[src/common/dec_settings.svh]
`ifndef DEC_SETTINGS_SVH
`define DEC_SETTINGS_SVH

//**********************************************************
// datapath widths
//**********************************************************
`define DEC_XLEN        32   // data and instruction word
`define DEC_GPR_COUNT   32   // architectural registers, x0 included
`define DEC_GPR_ADDR_W  5    // log2 of register count

//**********************************************************
// buffering
//**********************************************************
`define DEC_IB_DEPTH    4    // instruction buffer entries

`endif

[src/common/dec_pkg.sv]
`include "dec_settings.svh"

package dec_pkg;

   //**********************************************************
   // instruction formats, one per RV32I encoding
   //**********************************************************
   typedef struct packed {
      logic [6:0] funct7;     // alu op modifier
      logic [4:0] rs2;
      logic [4:0] rs1;
      logic [2:0] funct3;
      logic [4:0] rd;
      logic [6:0] opcode;
   } r_fmt_t;

   typedef struct packed {
      logic [11:0] imm_11_0;  // jalr, loads, alu immediates
      logic [4:0]  rs1;
      logic [2:0]  funct3;
      logic [4:0]  rd;
      logic [6:0]  opcode;
   } i_fmt_t;

   typedef struct packed {
      logic [6:0] imm_11_5;   // upper store offset
      logic [4:0] rs2;
      logic [4:0] rs1;
      logic [2:0] funct3;
      logic [4:0] imm_4_0;    // lower store offset
      logic [6:0] opcode;
   } s_fmt_t;

   typedef struct packed {
      logic       imm_12;     // sign bit
      logic [5:0] imm_10_5;
      logic [4:0] rs2;
      logic [4:0] rs1;
      logic [2:0] funct3;
      logic [3:0] imm_4_1;
      logic       imm_11;     // sits where rd[0] would be
      logic [6:0] opcode;
   } b_fmt_t;

   typedef struct packed {
      logic [19:0] imm_31_12; // lui / auipc upper bits
      logic [4:0]  rd;
      logic [6:0]  opcode;
   } u_fmt_t;

   typedef struct packed {
      logic       imm_20;     // sign bit
      logic [9:0] imm_10_1;
      logic       imm_11;
      logic [7:0] imm_19_12;
      logic [4:0] rd;
      logic [6:0] opcode;
   } j_fmt_t;

   // one fetched word, viewed through whichever format the opcode selects
   typedef union packed {
      logic [`DEC_XLEN-1:0] word; // raw bits
      r_fmt_t               r;
      i_fmt_t               i;
      s_fmt_t               s;
      b_fmt_t               b;
      u_fmt_t               u;
      j_fmt_t               j;
   } inst_u;

   //**********************************************************
   // decode result and packets
   //**********************************************************
   typedef enum logic [3:0] {
      LUI,
      AUIPC,
      JAL,
      JALR,
      BRANCH,
      LOAD,
      STORE,
      ALU_IMM,
      ALU_REG,
      ILLEGAL                 // unknown opcode
   } inst_class_e;

   typedef struct packed {
      logic [`DEC_XLEN-1:0] pc;    // fetch address
      inst_u                instr; // fetched word
   } fetch_pkt_t;

   typedef struct packed {
      logic [`DEC_XLEN-1:0]       pc;
      logic [`DEC_XLEN-1:0]       instr;      // raw word, kept for later stages
      inst_class_e                inst_class;
      logic [`DEC_GPR_ADDR_W-1:0] rd;
      logic                       rd_en;      // class writes a register
      logic [`DEC_XLEN-1:0]       rs1_data;
      logic [`DEC_XLEN-1:0]       rs2_data;
      logic [`DEC_XLEN-1:0]       immed;      // sign extended
      logic                       illegal;
   } issue_pkt_t;

   typedef struct packed {
      logic [`DEC_GPR_ADDR_W-1:0] rs1;
      logic [`DEC_GPR_ADDR_W-1:0] rs2;
      logic                       rs1_en;
      logic                       rs2_en;
   } gpr_rd_req_t;

   typedef struct packed {
      logic                       wen;
      logic [`DEC_GPR_ADDR_W-1:0] waddr;
      logic [`DEC_XLEN-1:0]       wdata;
   } gpr_wb_t;

endpackage

[src/dec_ib_ctl.sv]
`include "dec_settings.svh"

module dec_ib_ctl #(
   parameter int DEPTH = `DEC_IB_DEPTH
) (
   input  logic                clk,
   input  logic                rst_n,

   input  logic                in_valid,   // from fetch
   output logic                in_ready,
   input  dec_pkg::fetch_pkt_t in_pkt,

   output logic                out_valid,  // head valid
   input  logic                out_ready,  // decoder pops
   output dec_pkg::fetch_pkt_t out_pkt
);

   localparam int PTR_W = (DEPTH > 1) ? $clog2(DEPTH) : 1;
   localparam int CNT_W = $clog2(DEPTH + 1);

   dec_pkg::fetch_pkt_t mem [DEPTH];   // entry storage, no reset

   logic [PTR_W-1:0] wr_ptr_q;         // next free slot
   logic [PTR_W-1:0] rd_ptr_q;         // head slot
   logic [CNT_W-1:0] count_q;          // entries held

   logic             full;
   logic             push;
   logic             pop;

   //**********************************************************
   // handshake
   //**********************************************************
   assign full      = (count_q == CNT_W'(DEPTH));
   assign out_valid = (count_q != '0);
   assign in_ready  = !full || out_ready;  // full + pop frees a slot this cycle
   assign push      = in_valid && in_ready;
   assign pop       = out_valid && out_ready;
   assign out_pkt   = mem[rd_ptr_q];

   // payload write, no reset needed
   always_ff @(posedge clk) begin
      if (push) begin
         mem[wr_ptr_q] <= in_pkt;
      end
   end

   // pointers and occupancy
   always_ff @(posedge clk or negedge rst_n) begin
      if (!rst_n) begin
         wr_ptr_q <= '0;
         rd_ptr_q <= '0;
         count_q  <= '0;
      end else begin
         if (push) begin
            wr_ptr_q <= (wr_ptr_q == PTR_W'(DEPTH - 1)) ? '0 : wr_ptr_q + 1'b1; // wrap
         end
         if (pop) begin
            rd_ptr_q <= (rd_ptr_q == PTR_W'(DEPTH - 1)) ? '0 : rd_ptr_q + 1'b1;
         end
         case ({push, pop})
            2'b10:   count_q <= count_q + 1'b1;
            2'b01:   count_q <= count_q - 1'b1;
            default: count_q <= count_q;         // idle, or push+pop
         endcase
      end
   end

   //**********************************************************
   // checks
   //**********************************************************
   a_count_bound : assert property (
      @(posedge clk) disable iff (!rst_n)
      count_q <= CNT_W'(DEPTH)
   );

   // fetch side must hold its packet until taken
   a_in_stable : assert property (
      @(posedge clk) disable iff (!rst_n)
      (in_valid && !in_ready) |=> (in_valid && $stable(in_pkt))
   );

endmodule

[src/decode/dec_decode_ctl.sv]
`include "dec_settings.svh"

module dec_decode_ctl (
   input  logic                 clk,
   input  logic                 rst_n,

   input  logic                 ib_valid,    // buffer head valid
   output logic                 ib_ready,    // pop head
   input  dec_pkg::fetch_pkt_t  ib_head,

   output dec_pkg::gpr_rd_req_t rd_req,      // to register file
   input  logic [`DEC_XLEN-1:0] rs1_rdata,
   input  logic [`DEC_XLEN-1:0] rs2_rdata,

   output logic                 issue_valid,
   input  logic                 issue_ready,
   output dec_pkg::issue_pkt_t  issue
);

   // RV32I major opcodes
   localparam logic [6:0] OPC_LUI    = 7'b0110111;
   localparam logic [6:0] OPC_AUIPC  = 7'b0010111;
   localparam logic [6:0] OPC_JAL    = 7'b1101111;
   localparam logic [6:0] OPC_JALR   = 7'b1100111;
   localparam logic [6:0] OPC_BRANCH = 7'b1100011;
   localparam logic [6:0] OPC_LOAD   = 7'b0000011;
   localparam logic [6:0] OPC_STORE  = 7'b0100011;
   localparam logic [6:0] OPC_OP_IMM = 7'b0010011;
   localparam logic [6:0] OPC_OP     = 7'b0110011;

   dec_pkg::inst_u       instr;        // head word, all views
   dec_pkg::inst_class_e inst_class;
   logic [`DEC_XLEN-1:0] immed;
   logic                 rd_en;
   logic                 rs1_en;
   logic                 rs2_en;
   dec_pkg::issue_pkt_t  issue_d;      // next issue register value
   logic                 issue_valid_q;
   dec_pkg::issue_pkt_t  issue_q;

   assign instr = ib_head.instr;

   //**********************************************************
   // class and immediate, view picked per opcode
   //**********************************************************
   always_comb begin
      inst_class = dec_pkg::ILLEGAL;
      immed      = '0;                 // illegal gives zero immediate
      case (instr.r.opcode)
         OPC_LUI: begin
            inst_class = dec_pkg::LUI;
            immed      = {instr.u.imm_31_12, 12'b0};
         end
         OPC_AUIPC: begin
            inst_class = dec_pkg::AUIPC;
            immed      = {instr.u.imm_31_12, 12'b0};
         end
         OPC_JAL: begin
            inst_class = dec_pkg::JAL;
            immed      = {{(`DEC_XLEN-21){instr.j.imm_20}}, instr.j.imm_20,
                          instr.j.imm_19_12, instr.j.imm_11, instr.j.imm_10_1, 1'b0};
         end
         OPC_JALR: begin
            inst_class = dec_pkg::JALR;
            immed      = {{(`DEC_XLEN-12){instr.i.imm_11_0[11]}}, instr.i.imm_11_0};
         end
         OPC_BRANCH: begin
            inst_class = dec_pkg::BRANCH;
            immed      = {{(`DEC_XLEN-13){instr.b.imm_12}}, instr.b.imm_12,
                          instr.b.imm_11, instr.b.imm_10_5, instr.b.imm_4_1, 1'b0};
         end
         OPC_LOAD: begin
            inst_class = dec_pkg::LOAD;
            immed      = {{(`DEC_XLEN-12){instr.i.imm_11_0[11]}}, instr.i.imm_11_0};
         end
         OPC_STORE: begin
            inst_class = dec_pkg::STORE;
            immed      = {{(`DEC_XLEN-12){instr.s.imm_11_5[6]}},
                          instr.s.imm_11_5, instr.s.imm_4_0};
         end
         OPC_OP_IMM: begin
            inst_class = dec_pkg::ALU_IMM;
            immed      = {{(`DEC_XLEN-12){instr.i.imm_11_0[11]}}, instr.i.imm_11_0};
         end
         OPC_OP: begin
            inst_class = dec_pkg::ALU_REG; // no immediate
         end
         default: begin
            inst_class = dec_pkg::ILLEGAL;
         end
      endcase
   end

   // register usage per class
   always_comb begin
      rd_en  = 1'b0;
      rs1_en = 1'b0;
      rs2_en = 1'b0;
      case (inst_class)
         dec_pkg::LUI,
         dec_pkg::AUIPC,
         dec_pkg::JAL:     rd_en = 1'b1;           // no sources
         dec_pkg::JALR,
         dec_pkg::LOAD,
         dec_pkg::ALU_IMM: begin
            rd_en  = 1'b1;
            rs1_en = 1'b1;
         end
         dec_pkg::BRANCH,
         dec_pkg::STORE: begin
            rs1_en = 1'b1;                         // compare / base + data
            rs2_en = 1'b1;
         end
         dec_pkg::ALU_REG: begin
            rd_en  = 1'b1;
            rs1_en = 1'b1;
            rs2_en = 1'b1;
         end
         default: ;                                // illegal uses nothing
      endcase
   end

   // read request straight from the head
   assign rd_req.rs1    = instr.r.rs1;
   assign rd_req.rs2    = instr.r.rs2;
   assign rd_req.rs1_en = rs1_en;
   assign rd_req.rs2_en = rs2_en;

   always_comb begin
      issue_d.pc         = ib_head.pc;
      issue_d.instr      = instr.word;
      issue_d.inst_class = inst_class;
      issue_d.rd         = instr.r.rd;
      issue_d.rd_en      = rd_en;
      issue_d.rs1_data   = rs1_rdata;    // already bypassed
      issue_d.rs2_data   = rs2_rdata;
      issue_d.immed      = immed;
      issue_d.illegal    = (inst_class == dec_pkg::ILLEGAL);
   end

   //**********************************************************
   // issue register
   //**********************************************************
   assign ib_ready = !issue_valid_q || issue_ready;  // empty or draining

   always_ff @(posedge clk or negedge rst_n) begin
      if (!rst_n) begin
         issue_valid_q <= 1'b0;
      end else if (ib_ready) begin
         issue_valid_q <= ib_valid;
      end
   end

   always_ff @(posedge clk) begin
      if (ib_valid && ib_ready) begin
         issue_q <= issue_d;               // payload, no reset
      end
   end

   assign issue_valid = issue_valid_q;
   assign issue       = issue_q;

   // stalled packet must not move
   a_issue_stable : assert property (
      @(posedge clk) disable iff (!rst_n)
      (issue_valid && !issue_ready) |=> (issue_valid && $stable(issue))
   );

endmodule

[src/dec_gpr_ctl.sv]
`include "dec_settings.svh"

module dec_gpr_ctl (
   input  logic                 clk,
   input  logic                 rst_n,
   input  dec_pkg::gpr_rd_req_t rd_req,     // from decode
   output logic [`DEC_XLEN-1:0] rs1_rdata,
   output logic [`DEC_XLEN-1:0] rs2_rdata,
   input  dec_pkg::gpr_wb_t     wb          // single write port
);

   logic [`DEC_XLEN-1:0] gpr_q [1:`DEC_GPR_COUNT-1]; // x0 not stored

   // one read port: x0 / disabled -> 0, same-cycle write wins
   function automatic logic [`DEC_XLEN-1:0] read_port(
      input logic                       en,
      input logic [`DEC_GPR_ADDR_W-1:0] addr
   );
      logic [`DEC_XLEN-1:0] val;
      if (!en || (addr == '0)) begin
         val = '0;
      end else if (wb.wen && (wb.waddr == addr)) begin
         val = wb.wdata;                // write-through bypass
      end else begin
         val = gpr_q[addr];
      end
      return val;
   endfunction

   //**********************************************************
   // storage
   //**********************************************************
   always_ff @(posedge clk or negedge rst_n) begin
      if (!rst_n) begin
         for (int k = 1; k < `DEC_GPR_COUNT; k++) begin
            gpr_q[k] <= '0;             // all regs read zero after reset
         end
      end else if (wb.wen && (wb.waddr != '0)) begin
         gpr_q[wb.waddr] <= wb.wdata;   // x0 writes dropped
      end
   end

   // read ports
   always_comb begin
      rs1_rdata = read_port(rd_req.rs1_en, rd_req.rs1);
      rs2_rdata = read_port(rd_req.rs2_en, rd_req.rs2);
   end

   // writer outside must present clean data
   a_wdata_known : assert property (
      @(posedge clk) disable iff (!rst_n)
      wb.wen |-> !$isunknown({wb.waddr, wb.wdata})
   );

endmodule

[src/dec.sv]
`include "dec_settings.svh"

module dec (
   input  logic                clk,
   input  logic                rst_n,          // async, active low

   // fetch side
   input  logic                fetch_valid,
   output logic                fetch_ready,    // low only when buffer full
   input  dec_pkg::fetch_pkt_t fetch,

   // issue side
   output logic                issue_valid,
   input  logic                issue_ready,
   output dec_pkg::issue_pkt_t issue,

   // writeback, always accepted
   input  dec_pkg::gpr_wb_t    wb
);

   //**********************************************************
   // internal wires
   //**********************************************************
   logic                 ib_valid;   // buffer head present
   logic                 ib_ready;   // decoder can take head
   dec_pkg::fetch_pkt_t  ib_head;

   dec_pkg::gpr_rd_req_t rd_req;     // read addresses from head
   logic [`DEC_XLEN-1:0] rs1_rdata;  // bypassed read data
   logic [`DEC_XLEN-1:0] rs2_rdata;

   // instruction buffer, fetch -> decode
   dec_ib_ctl #(
      .DEPTH     (`DEC_IB_DEPTH)
   ) ib_inst (
      .clk       (clk),
      .rst_n     (rst_n),
      .in_valid  (fetch_valid),
      .in_ready  (fetch_ready),
      .in_pkt    (fetch),
      .out_valid (ib_valid),
      .out_ready (ib_ready),
      .out_pkt   (ib_head)
   );

   // format decode and issue register
   dec_decode_ctl decode_inst (
      .clk         (clk),
      .rst_n       (rst_n),
      .ib_valid    (ib_valid),
      .ib_ready    (ib_ready),
      .ib_head     (ib_head),
      .rd_req      (rd_req),
      .rs1_rdata   (rs1_rdata),
      .rs2_rdata   (rs2_rdata),
      .issue_valid (issue_valid),
      .issue_ready (issue_ready),
      .issue       (issue)
   );

   // architectural register file, read at decode
   dec_gpr_ctl gpr_inst (
      .clk       (clk),
      .rst_n     (rst_n),
      .rd_req    (rd_req),
      .rs1_rdata (rs1_rdata),
      .rs2_rdata (rs2_rdata),
      .wb        (wb)        // straight from outside
   );

endmodule

[config.mk]
export PLATFORM = sky130hd
export DESIGN_NAME = dec
export DESIGN_NICKNAME = d
export VERILOG_FILES = /design/src/common/dec_pkg.sv /design/src/dec_ib_ctl.sv /design/src/decode/dec_decode_ctl.sv /design/src/dec_gpr_ctl.sv /design/src/dec.sv
export VERILOG_INCLUDE_DIRS = /design/src /design/src/common
export SDC_FILE = /design/constraint.sdc
export NUM_CORES = 2
export LEC_CHECK = 0
export BUFFER_PORTS_ARGS = -buffer_cell sky130_fd_sc_hd__buf_2
export CORE_UTILIZATION = 45
export CTS_CLUSTER_SIZE = 12
export DETAILED_ROUTE_END_ITERATION = 7
export PLACE_DENSITY_LB_ADDON = 0.05
export SYNTH_ARGS = -nofsm -noshare
export SYNTH_HDL_FRONTEND = slang
export SYNTH_SLANG_ARGS = --single-unit
[constraint.sdc]
create_clock -name clk -period 13.4 [get_ports clk]
set_input_delay 1.34 -clock clk [delete_from_list [all_inputs] [get_ports clk]]
set_output_delay 1.34 -clock clk [all_outputs]
set_load 0.01 [all_outputs]
==> reports/results.ini <==
[outcome]
status=completed

[timing]
fin_crit_sh_pct=44.3
fin_setup_tns_ns=0
clock_skew_ns=0.0284
slew_headroom_pct=11.4
rsz0062_at_grt=no
timing.final.ws_setup_ns=7.47
drv_slew=0
max_freq_mhz=169
setup_viol=0
tightest_slew_ns=1.33
hold_violations=0
period_needed_ns=5.93

[pwr]
netSwitchingFraction_pct=42.1
p_clk_share_pct=23.9
p_per_area_nw_per_um2=240
p_leak_uw=0.0340
p_int_uw=11000
p_switching_uw=8010
irDropWorstVdd_mv=0.281
pwr-share-comb_pct=43.6
pwr-share-seq_pct=32.5

[global_routing]
grt_pass1_wl_um=362000
grt_pass1_vias=49300
grt_overflow_total=0
grt_start_max_net_pins=166
grt.total_usage_pct=31.4
antenna_found_initial=20

[route]
antenna_left=0
first_pass_iters=8
drt_wl_total_um=252000
drtIter0Drc=4939
wire_per_inst_um=31.4
drc=0
num_vias=50100
viasPerCell=6.23

[critical_path]
path_buf_inv=4
max_stage_delay_ns=0.86
cp_top_family=buffers and inverters
cp_cell_sequence=buf_4 > mux2i_1 > mux2_8 > inv_16 > buf_12 > buf_4 > mux2i_1 > nand2_1 > a32oi_1 > a31oi_1 > a211o_1
cp.arrival_ns=6.48
crit_required_ns=13.95
crit_path_end_kind=flop
rr_endpoint=decode_inst.issue[42]$_SDFFCE_PP0P_
crit_cells=11
timing.rr.start=ib_inst.rd_ptr_q[1]$_DFFE_PN0P_
r2r_slack_ns=7.47
path_max_fanout=165
r2r_cells=11
cp-start-kind=flop
crit_type=reg2reg
crit_path_start=ib_inst.rd_ptr_q[1]$_DFFE_PN0P_
slowest_stage=buf_4

[synth]
ys.flop_type=dfrtp_1
yosys_warnings=0
ys_top_cells_by_area=dfrtp_1, edfxtp_1, mux2_2
yosysSeqAreaShare_pct=53.1
yosysTopAreaCell=dfrtp_1
yosysMostFrequentCell=mux2_2
synth.cell_area_um2=71000
syn_area_per_cell_um2=12.2
synth_nets=5918
syn_inst=5805
synth_common_cells=mux2_2, dfrtp_1, nand2_1
async_flop_share_pct=70.3
synth_top_area_share_pct=35.2
synth_edf_count=422
synth.distinct_cells=71
ys_ff_latch=1422

[cts]
cts_buffer_depth=3
worstSkewPairLatency_ns=0.82
post-cts-setup-buffer-count=0
cts.sinks=1422
htree_levels=4
cts_root_buf=clkbuf_16
cts_buffers=164
cts_hold_buffers=0
ctsResizeCount=0
cts_tree=done
clk_pin_slew_ns=0.06

[hold_path]
hp-start=ib_inst.count_q[2]$_DFFE_PN0P_
min_path_cells=1
hold_path_class=reg2reg
min_to=ib_inst.count_q[2]$_DFFE_PN0P_

[final_layout]
seq_area_um2=37700
area_delta_synth_final_pct=11.8
drive_above_1_share_pct=30.6
fin_nets=5942
fillers=13900
design_area_um2=79400
multiInputGateArea_um2=31300
utilization_pct=50.8

[placement]
post_dp_cell_area_um2=74000
port_buffers=278
dp_slack_ns=7.66
place.gp.congestion=0.836
hpwl_um=147000

[die]
die_h_um=399
dieArea_um2=159000
initial_utilization_pct=45.4
core-area_um2=156000
ios=279
die_x_um=399
rows=145

[run]
cap_viol_max_count=0

==> metal layers <==
| layer | up-vias | global-route usage, % | routed length [um] |
|---|---|---|---|
| met1 | 26100 | 43.9 | 110000 |
| li1 | 21500 | - | - |
| met3 | 456 | 5.87 | 17700 |
| met4 | 6 | 10.7 | 9180 |
| met2 | 1990 | 49.0 | 115000 |
| met5 | - | 0 | 47 |
==> worst reg2reg max path, cell delays in order (launching register included) <==
cell and delay [ns]:
dfrtp_4 0.70, buf_4 0.67, mux2i_1 0.23, mux2_8 0.45, inv_16 0.45, buf_12 0.92, buf_4 1.14, mux2i_1 0.35
nand2_1 0.08, a32oi_1 0.28, a31oi_1 0.12, a211o_1 0.29
==> area by class of cell <==
| cell class | instances | share of cell area (%) |
|---|---|---|
| clock inverters | 58 | 0.865 |
| well taps | 2058 | 3.24 |
| repair buffers | 391 | 2.86 |
| inverters | 29 | 0.183 |
| flip-flops and latches | 1422 | 47.5 |
| clock buffers | 244 | 5.92 |
| diodes | 12 | 0.0378 |
| multi-input cells | 3821 | 39.4 |
==> power by group through the flow <==
stage	logic [uW]	clock network (uW)	registers, uW
after floorplan	5320	0	6130
after global placement	8120	0	6250
after detailed placement	8180	0	6250
after CTS	8200	4630	6190
after global routing	8700	4790	6300
final	8300	4540	6190
==> per-stage QoR <==
stage / total power (uW) / instances / hold slack, ns
floorplan: 11400 / 5805 / 0.464
global placement: 14400 / 7721 / 0.483
detailed placement: 14400 / 7721 / 0.486
CTS: 19000 / 8023 / 0.499
global route: 19800 / 8024 / 0.518
finish: 19000 / 8035 / 0.495
==> cells by family after synthesis <==
family	Yosys count	share of synthesized area, %
AND/OR/NAND/NOR	1401	8.72
XOR/XNOR	14	0.173
AO/OA/AOI/OAI	638	6.69
flip-flops	1422	53.1
adder cells (fa/ha/maj)	7	0.134
buffers and inverters	562	3.41
multiplexers	1761	27.8
==> state kept, by name, summed over array words and instances (netlist names) <==
register                 flops
decode_inst.issue          166
decode_inst.issue_valid      1
ib_inst.count_q              3
ib_inst.wr_ptr_q             2
gpr_inst.gpr_q             992
ib_inst.mem                256
ib_inst.rd_ptr_q             2
==> worst max-delay path by stage <==
stage / to / slack (ns)
5_1_grt: decode_inst.issue[35]$_SDFFCE_PP0P_ / 7.30
4_1_cts: decode_inst.issue[42]$_SDFFCE_PP0P_ / 7.65
6_report: decode_inst.issue[42]$_SDFFCE_PP0P_ / 7.47
3_3_place_gp: decode_inst.issue[42]$_SDFFCE_PP0P_ / 7.68
2_1_floorplan: ib_inst.count_q[2]$_DFFE_PN0P_ / 3.14
3_5_place_dp: decode_inst.issue[42]$_SDFFCE_PP0P_ / 7.66
==> layout by cell type (no fill, tap or decap), types with 30 or more instances in the layout <==
cell       netlist  final
o21ai_0         56     56
nand3_1        168    167
a211oi_1       117    117
a21oi_1         58     57
a311oi_1        81     81
mux4_2          63     63
mux2i_1        648    648
clkbuf_1       322     50
buf_2          105    277
dfrtp_1       1000    998
a311o_1         40     40
nand2_1        747    726
buf_4           42    111
a31oi_1         87     87
mux2_2        1050   1046
nand4_1         36     36
or3_1           34     33
edfxtp_1       422    422
o22ai_1         44     44
nor2_1         202    180
nor3_1          38     36
o32ai_1         35     35
clkbuf_8         0     30
and2_1          85     84
clkbuf_16        0    164
Note: power is estimated with default switching activity, not from simulation.
